## config.mk

```make
export PLATFORM = sky130hd
export DESIGN_NAME = reg_bank
export DESIGN_NICKNAME = d
export VERILOG_FILES = /design/src/hdl/xdom_pkg.sv /design/src/hdl/reg_bank.sv
export SDC_FILE = /design/constraint.sdc
export NUM_CORES = 1
export LEC_CHECK = 0
export BUFFER_PORTS_ARGS = -buffer_cell sky130_fd_sc_hd__buf_2
export CAP_MARGIN = 20
export CORE_MARGIN = 2
export CORE_UTILIZATION = 45
export DETAILED_ROUTE_END_ITERATION = 8
export GPL_ROUTABILITY_DRIVEN = 0
export GPL_TIMING_DRIVEN = 1
export PLACE_DENSITY = 0.6
export SLEW_MARGIN = 20
export SYNTH_ARGS = -nofsm -noshare
export SYNTH_HDL_FRONTEND = slang
export SYNTH_SLANG_ARGS = --single-unit
```

## constraint.sdc

```tcl
create_clock -name clkb -period 4.7 [get_ports clkb]
set_input_delay 0.47 -clock clkb [delete_from_list [all_inputs] [get_ports clkb]]
set_output_delay 0.47 -clock clkb [all_outputs]
set_load 0.02 [all_outputs]
```

## src/hdl/xdom_pkg.sv

```systemverilog
package xdom_pkg;

  localparam int ADDR_W = 4;   // 16 registers.
  localparam int DATA_W = 16;  // register and response width.
  localparam int CMD_W  = 24;  // command word width.
  localparam int NPORT  = 2;   // host and debug requesters.

  // one opcode bit picks how the rest of the word is read.
  typedef enum logic {
    OP_WRITE  = 1'b0,  // replace the whole register.
    OP_SETCLR = 1'b1   // clear then set bits of the low byte.
  } op_e;

  // full write view.
  typedef struct packed {
    op_e               op;
    logic [ADDR_W-1:0] addr;
    logic [2:0]        rsvd;  // must be zero.
    logic [DATA_W-1:0] data;
  } cmd_wr_t;

  // set/clear view. both masks zero reads the register back.
  typedef struct packed {
    op_e               op;
    logic [ADDR_W-1:0] addr;
    logic [2:0]        rsvd;
    logic [7:0]        set_mask;
    logic [7:0]        clr_mask;
  } cmd_sc_t;

  // op, addr and rsvd sit at the same bits in both views.
  typedef union packed {
    cmd_wr_t wr;
    cmd_sc_t sc;
  } cmd_word_u;

endpackage
```

## src/hdl/reg_bank.sv

```systemverilog
`timescale 1ns/10ps

module reg_bank import xdom_pkg::*; (
  input  logic              clkb,
  input  logic              rst_n,
  input  logic              cmd_valid,
  input  logic [CMD_W-1:0]  cmd_word,
  output logic              cmd_ready,
  output logic              rsp_valid,
  output logic [DATA_W-1:0] rsp_word,
  input  logic              rsp_ready
);

  localparam int NREG = 1 << ADDR_W;

  cmd_word_u         cmd;               // same bits, two readings.
  logic [DATA_W-1:0] regs [NREG];
  logic [DATA_W-1:0] cur;               // addressed register now.
  logic [DATA_W-1:0] nxt;               // its value after the command.
  logic              accept;

  assign cmd       = cmd_word;
  assign cmd_ready = ~rsp_valid;        // no new command while answering.
  assign accept    = cmd_valid & cmd_ready;
  assign cur       = regs[cmd.wr.addr]; // addr is shared by both views.

  always_comb begin
    if (cmd.wr.op == OP_WRITE) begin
      nxt = cmd.wr.data;
    end else begin
      // clear first, then set. high byte kept.
      nxt = {cur[DATA_W-1:8], (cur[7:0] & ~cmd.sc.clr_mask) | cmd.sc.set_mask};
    end
  end

  always_ff @(posedge clkb or negedge rst_n) begin
    if (!rst_n) begin
      for (int i = 0; i < NREG; i++) begin
        regs[i] <= '0;
      end
      rsp_valid <= 1'b0;
    end else begin
      if (accept) begin
        regs[cmd.wr.addr] <= nxt;
        rsp_valid         <= 1'b1;  // launch the new value.
      end else if (rsp_valid && rsp_ready) begin
        rsp_valid <= 1'b0;          // return crossing took it.
      end
    end
  end

  // response word follows the register write.
  always_ff @(posedge clkb) begin
    if (accept) rsp_word <= nxt;
  end

  // requesters must keep the spare bits clear.
  rsvd_zero: assert property (@(posedge clkb) disable iff (!rst_n)
    accept |-> (cmd.wr.rsvd == 3'b000));

endmodule

```

==> results of run 1 <==
==> final cells by class <==
cell class                      count  area, um2  share of cell area [%]
Multi-Input combinational cell    784       5260                    37.1
Tap cell                          378        473                    3.33
Timing Repair Buffer               71        469                    3.30
Clock inverter                     12        163                    1.15
Sequential cell                   273       6910                    48.7
Inverter                            3       11.3                  0.0793
Clock buffer                       43        913                    6.43
==> flip-flops by register name, summed over array words and instances (netlist names) <==
| signal | cells |
|---|---|
| regs | 256 |
| rsp_valid | 1 |
| rsp_word | 16 |
==> through the flow <==
stage,area [um2],power [uW],std cells,hold slack [ns]
global placement,13100,4750,1509,0.473
finish,14200,7310,1564,-0.0429
global route,14200,7700,1564,0.0283
detailed placement,13100,4820,1509,0.477
floorplan,12700,4440,1152,0.174
CTS,14200,7360,1564,0.0122
==> layout by cell type, fill, tap and decap left out, types with 10 or more instances in the layout <==
cell and count:
sky130_fd_sc_hd__nand2_1 28, sky130_fd_sc_hd__nor2_2 12, sky130_fd_sc_hd__mux2_2 46, sky130_fd_sc_hd__a31oi_1 83, sky130_fd_sc_hd__edfxtp_1 16, sky130_fd_sc_hd__clkbuf_16 33, sky130_fd_sc_hd__dfrtp_1 257, sky130_fd_sc_hd__buf_4 27
sky130_fd_sc_hd__a21oi_1 144, sky130_fd_sc_hd__mux2i_1 112, sky130_fd_sc_hd__buf_2 40, sky130_fd_sc_hd__a211oi_1 10, sky130_fd_sc_hd__a22oi_1 34, sky130_fd_sc_hd__nor2_1 221, sky130_fd_sc_hd__nand2b_1 10
==> cells by family after synthesis <==
| family | count (synthesis) | synth area share [%] |
|---|---|---|
| and+or+nand+nor | 308 | 10.4 |
| DFF | 273 | 54.3 |
| AOI/OAI and AO/OA | 308 | 15.9 |
| muxes | 168 | 14.5 |
| buffers and inverters | 95 | 4.88 |
==> final timing paths <==
kind                                    end  slack [ns]  cells past startpoint
worst max register to register    regs[242]        2.34                      5
worst max-delay path            rsp_word[3]        2.02                      6
worst min register to register    regs[255]        0.49                      1
min in group clkb                 rsp_valid        0.08                      2
worst min-delay path              regs[240]       -0.04                      1
max in group asynchronous         regs[153]        3.68                      2
==> power breakdown <==
part / switching [uW] / internal (uW)
combinational: 756 / 637
sequential: 344 / 3050
clock: 964 / 1560
total: 2060 / 5250
==> routing by layer <==
metal	vias up	global-route usage [%]
met1	4370	31.4
met5	-	0
met2	204	36.4
met4	0	5.15
li1	4156	-
met3	43	3.59
==> results.md, run 1 <==
- Aggregate global routing overflow: 0
- Stage delay of the slowest cell on the critical path: 0.83 ns
- First-pass iteration count of the detailed router: 5
- DRC viols: 0
- Launch point of the worst reg-to-reg path: rsp_valid
- Clock transition at the register clock pins on the worst setup and hold paths after CTS: 0.06 ns
- Number of antenna-violating nets in the routed design: 0
- Area fraction of the dominant cell type after synthesis: 50.6%
- Path type of the worst setup path: in -> reg
- Violated checks: hold timing
- Source of the critical timing path: cmd_word[22]
- Number of enable flip-flop cells after synthesis: 16
- Number of top-level pins: 46
- Wire length per cell: 20.6 um
- Chain of cells forming the critical path: buf_2 -> nor2b_2 -> buf_4 -> a22oi_1 -> a31oi_2 -> nand2_1
- Leading cell types by total area after synthesis: sky130_fd_sc_hd__dfrtp_1 51%, sky130_fd_sc_hd__mux2i_1 8.8%, sky130_fd_sc_hd__nor2_1 6.9%
- Mapped Cells: 1,152
- Final Hold Fails: 11
- Wire length reported by the detailed router: 32,200 um
- Critical path launch point type: input port
- Number of DRC markers after the initial detailed-route iteration: 699
- Number of buffer cells added on primary ports: 42
- Slew margin rel.: 31.3%
- Buffer type at the clock tree root: sky130_fd_sc_hd__clkbuf_16
- Hold Worst Slack: -0.0429 ns
- Metal1 wirelength: 14,600 um
- Worst Tran Pin Value: 1.03 ns
- Number of buffers created by CTS: 30
- Top cell type by total area after synthesis: sky130_fd_sc_hd__dfrtp_1
- Final critical-path share of the clock period: 57.0%
- Die Wd: 172 um
- Gate family responsible for the most delay along the worst path: compound AO/OA/AOI/OAI gates
- Highest routed layer: met4
- Number of buffers added for setup after CTS: 0
- Syn nets: 1,180
- Max-cap violation count: 0
- Most repeated cell in the gate-level netlist after synthesis: sky130_fd_sc_hd__dfrtp_1
- Number of antenna cells inserted: 0
- Sum of negative setup slack: 0 ns
- Clock latency reported for the late side of the worst-skew pair: 0.56 ns
- Final max-slew violation count: 0
- Sequential fraction of the synthesis area: 54.3%
- Maximum frequency from static timing analysis: 0.373 GHz
- Clock tree from TritonCTS: built
- Maximum clock skew at final layout: 0.00845 ns
- Die Footprint: 29,600 um2
- Global-route total usage across every layer: 22.3%
- Hold Path Class: in -> async
- Number of vias after detailed routing: 8,773
- Status: finished, violations left
- Starting Density: 45.8%
- Count of unique library cells instantiated by Yosys: 43
- Layout filler cell count: 2,535
- Minimum clock period after layout: 2.68 ns
- Pre-CTS worst setup slack: 1.49 ns
- Number of global-route vias before repair: 8,564
- Crit-path max FO: 19
- Leakage component of the power: 0.00614 uW
- Required time of the critical path: 4.97 ns
- RSZ-0062 raised after global routing: false
- Synthesized area: 12,700 um2
- Met2 wire length: 15,300 um
- Number of buffer and inverter instances along the worst setup path: 2
- Average cell area after synthesis: 11.0 um2
- Maximum resistive drop on vdd: 0.247 mV
- CP max-delay cell: sky130_fd_sc_hd__a31oi_2
- Antenna violations before repair: 0
- Floorplan core area: 27,800 um2
- YS warnings: 0
- Finished Core Util: 51.1%
- Arrival @ worst endpoint: 2.95 ns
- Sink Count: 273
- Main synth FF type: sky130_fd_sc_hd__dfrtp_1
- First-pass GRT wire length: 50,400 um
- Number of gates resized after CTS: 0
- Total number of H-tree levels: 1
- Net count reported at finish: 1,191
- Hold buffers post-CTS: 0
- FP Rows: 61
- Setup violations, final: 0
- Slack of the critical path: 2.02 ns
- Number of vias per cell: 5.61
- Pwr/cell area: 515 nW/um2
- Ratio of cells with drive above 1 in the final layout: 19.0%
- Layout overhead on the synthesized area: 11.7%
- Maximum number of pins on one net before global-route repair: 110
- Total half-perimeter wirelength after legalization and detailed placement: 19,900 um
- DR WL met3: 1680 um
- Die Y-Extent: 172 um
- Clock Path Buffers: 3
- Async set-reset flop share out of synthesis: 94.1%
- Most instantiated cells after synthesis: 257 x sky130_fd_sc_hd__dfrtp_1, 234 x sky130_fd_sc_hd__nor2_1, 144 x sky130_fd_sc_hd__a21oi_1
- Number of register bits inferred by synthesis: 273
- Worst setup EP type: flop
No activity file was read; power rests on OpenSTA's default activity.
==> run 2: changes to the inputs <==
Settings changed: PLACE_DENSITY 0.6 to 0.62.
Clock period 4.7 ns to 2.1 ns, I/O delays scaled along.
==> results.md, run 2 (same netlist as run 1, synthesis figures left out) <==
- Status: completed
- First-pass iteration count of the detailed router: 5 (unchanged)
- Leakage component of the power: 0.00653 uW (+6.4%)
- Total half-perimeter wirelength after legalization and detailed placement: 21,900 um (+9.7%)
- DRC viols: 0 (unchanged)
- Clock latency reported for the late side of the worst-skew pair: 0.56 ns (about the same)
- Die Footprint: 29,600 um2 (unchanged)
- Die Y-Extent: 172 um (unchanged)
- Aggregate global routing overflow: 0 (unchanged)
- Buffer type at the clock tree root: sky130_fd_sc_hd__clkbuf_16
- Slew margin rel.: 53.0% (+22 points)
- Beginning of the worst hold path: cmd_word[9]
- Global-route total usage across every layer: 22.4% (+0.080 points)
- Max-cap violation count: 0 (unchanged)
- Cell Int Power: 11,600 uW (+120%)
- Commonest cells after routing, fill and taps aside: 257 x sky130_fd_sc_hd__dfrtp_1, 221 x sky130_fd_sc_hd__nor2_1, 144 x sky130_fd_sc_hd__a21oi_1, 112 x sky130_fd_sc_hd__mux2i_1
- Commonest non-fill, non-tap cell in the layout: sky130_fd_sc_hd__dfrtp_1
- Flop pwr share: 46.9% (+0.5 points)
- Number of vias after detailed routing: 9,027 (+2.9%)
- Worst reg-to-reg setup slack: 0.14 ns (-2.20 ns)
- Finished Core Util: 53.7% (+2.6 points)
- Wire length reported by the detailed router: 31,800 um (-1.1%)
- Maximum clock skew at final layout: 0.0266 ns (+0.0182 ns)
- Antenna violations before repair: 0 (unchanged)
- Number of buffer cells added on primary ports: 42 (unchanged)
- Number of standard cells in the layout, taps in and fillers out: 1,637 (+4.7%)
- Switching component of the power: 4560 uW (+120%)
- First-pass GRT wire length: 51,100 um (+1.5%)
- Final max-slew violation count: 0 (unchanged)
- Combinational share of power: 20.3% (+1.2 points)
- Pwr/cell area: 1090 nW/um2 (+110%)
- Wire length per cell: 19.5 um (-5.5%)
- Dpl cells: 1,582 (+4.8%)
- Number of flip-flops under the largest register name: 256 (unchanged)
- Die Wd: 172 um (unchanged)
- Worst hold stages: 3
- Number of top-level pins: 46 (unchanged)
- Critical path launch point type: flop
- Clock Path Buffers: 3 (unchanged)
- Clock tree from TritonCTS: built
- Register name with the most flops: regs
- Number of global-route vias before repair: 8,969 (+4.7%)
- Clock share of power: 32.9% (-1.7 points)
- Number of vias per cell: 5.51 (-1.7%)
- Crit-path max FO: 5 (-14)
- Starting Density: 45.8% (unchanged)
- Number of antenna-violating nets in the routed design: 0 (unchanged)
- Critical register-to-register path endpoint: regs[201]
- Biggest regs: regs: 256 flops, rsp_word: 16 flops, rsp_valid: 1 flops
- FP Rows: 61 (unchanged)
- Ratio of cells with drive above 1 in the final layout: 23.2% (+4.2 points)
- RSZ-0062 raised after global routing: false
- Hold path endpoint: rsp_word[9]
- Clock transition at the register clock pins on the worst setup and hold paths after CTS: 0.06 ns (about the same)
- Sum of negative setup slack: 0 ns (unchanged)
- Path type of the worst setup path: reg -> reg
- Number of buffers added for setup after CTS: 0 (unchanged)
- Setup violations, final: 0 (unchanged)
- Hold Path Class: in -> reg
- Maximum frequency from static timing analysis: 0.509 GHz
- Final Hold Fails: 0 (-11)
- Maximum resistive drop on vdd: 0.573 mV (+130%)
- Launch point of the worst reg-to-reg path: rsp_valid
- Number of DRC markers after the initial detailed-route iteration: 731 (+4.6%)
- Sink Count: 273 (unchanged)
- Minimum clock period after layout: 1.96 ns
- Length in cells of the worst reg-to-reg path: 3 (-2)
- Arrival @ worst endpoint: 2.39 ns (-0.56 ns)
- Worst setup EP type: flop
- Layout overhead on the synthesized area: 17.3%
- Required time of the critical path: 2.52 ns (-2.45 ns)
- Net count reported at finish: 1,266 (+6.3%)
- Floorplan core area: 27,800 um2 (unchanged)
- Final critical-path share of the clock period: 93.5%
- Maximum number of pins on one net before global-route repair: 72 (-35%)
- Fraction of power spent switching nets: 28.2% (-0.066 points)
- Number of buffers created by CTS: 30 (unchanged)
- Number of antenna cells inserted: 0 (unchanged)
- Worst Tran Pin Value: 0.701 ns (-0.326 ns)
- Total number of H-tree levels: 1 (unchanged)
-- run 2: changes by cell type in the layout (fill, tap and decap cells not counted), moves of 2 or more --
cell                            change
sky130_fd_sc_hd__buf_12            +17
sky130_fd_sc_hd__clkinv_2           -4
sky130_fd_sc_hd__dlygate4sd3_1      +2
sky130_fd_sc_hd__clkbuf_1           +4
sky130_fd_sc_hd__buf_4             +56
-- run 2: final cells by class --
type	instances	area, um2
multi-input combinational	784	5260
timing repair buffer	146	1250
clock inverter	8	121
clock buffer	45	890
inverter	3	11.3
sequential	273	6910
tap	378	473
fill	2439	12900
-- run 2: worst max-delay path by stage --
| stage | from | to | slack, ns | depth (start not counted) |
|---|---|---|---|---|
| floorplan | cmd_word[19] | rsp_word[0] | 0.30 | 9 |
| global placement | cmd_word[19] | regs[92] | 0.06 | 6 |
| detailed placement | cmd_word[19] | regs[76] | 0.01 | 6 |
| CTS | rsp_valid | regs[137] | 0.1 | 5 |
| global route | rsp_valid | regs[192] | 0.02 | 5 |
| finish | rsp_valid | regs[201] | 0.14 | 3 |
-- run 2: routing by layer --
layer | track usage (%) | part of all wire [%] | vias up
met3 | 2.77 | 4.2 | 53
li1 | - | - | 4323
met5 | 0 | 0 | -
met2 | 36.0 | 47 | 182
met4 | 6.25 | 2.5 | 0
met1 | 32.1 | 46 | 4469
-- run 2: power by group through the flow --
| stage | Combinational (uW) | Sequential [uW] | Clock (uW) |
|---|---|---|---|
| 2_1_floorplan | 2450 | 7500 | 0 |
| 3_3_place_gp | 3180 | 7610 | 0 |
| 3_5_place_dp | 3280 | 7670 | 0 |
| 4_1_cts | 3300 | 7590 | 5460 |
| 5_1_grt | 3700 | 7780 | 5680 |
| 6_report | 3280 | 7600 | 5330 |
-- run 2: critical path: stages (launching register included) --
cell	delay (ns)
sky130_fd_sc_hd__dfrtp_1	0.47
sky130_fd_sc_hd__nand4b_1	0.46
sky130_fd_sc_hd__nor3_2	0.52
sky130_fd_sc_hd__mux2_2	0.39
-- run 2: repair_timing --
item / in CTS / in global routing
endpoints found under the setup margin: 0 / 1
resized for setup: 0 / 1
endpoints found under the hold margin: 258 / 0
hold buffers: 2 / 0
-- run 2: stage by stage --
step	total power [uW]	setup WS, ns	instance area, um2	hold slack (ns)
floorplan	9950	0.301	12700	-0.0856
global placement	10800	0.0623	13900	0.0814
detailed placement	11000	0.0116	13900	0.0813
CTS	16300	0.0974	14900	0.0591
global route	17200	0.0206	14900	0.0598
finish	16200	0.136	14900	0.0729
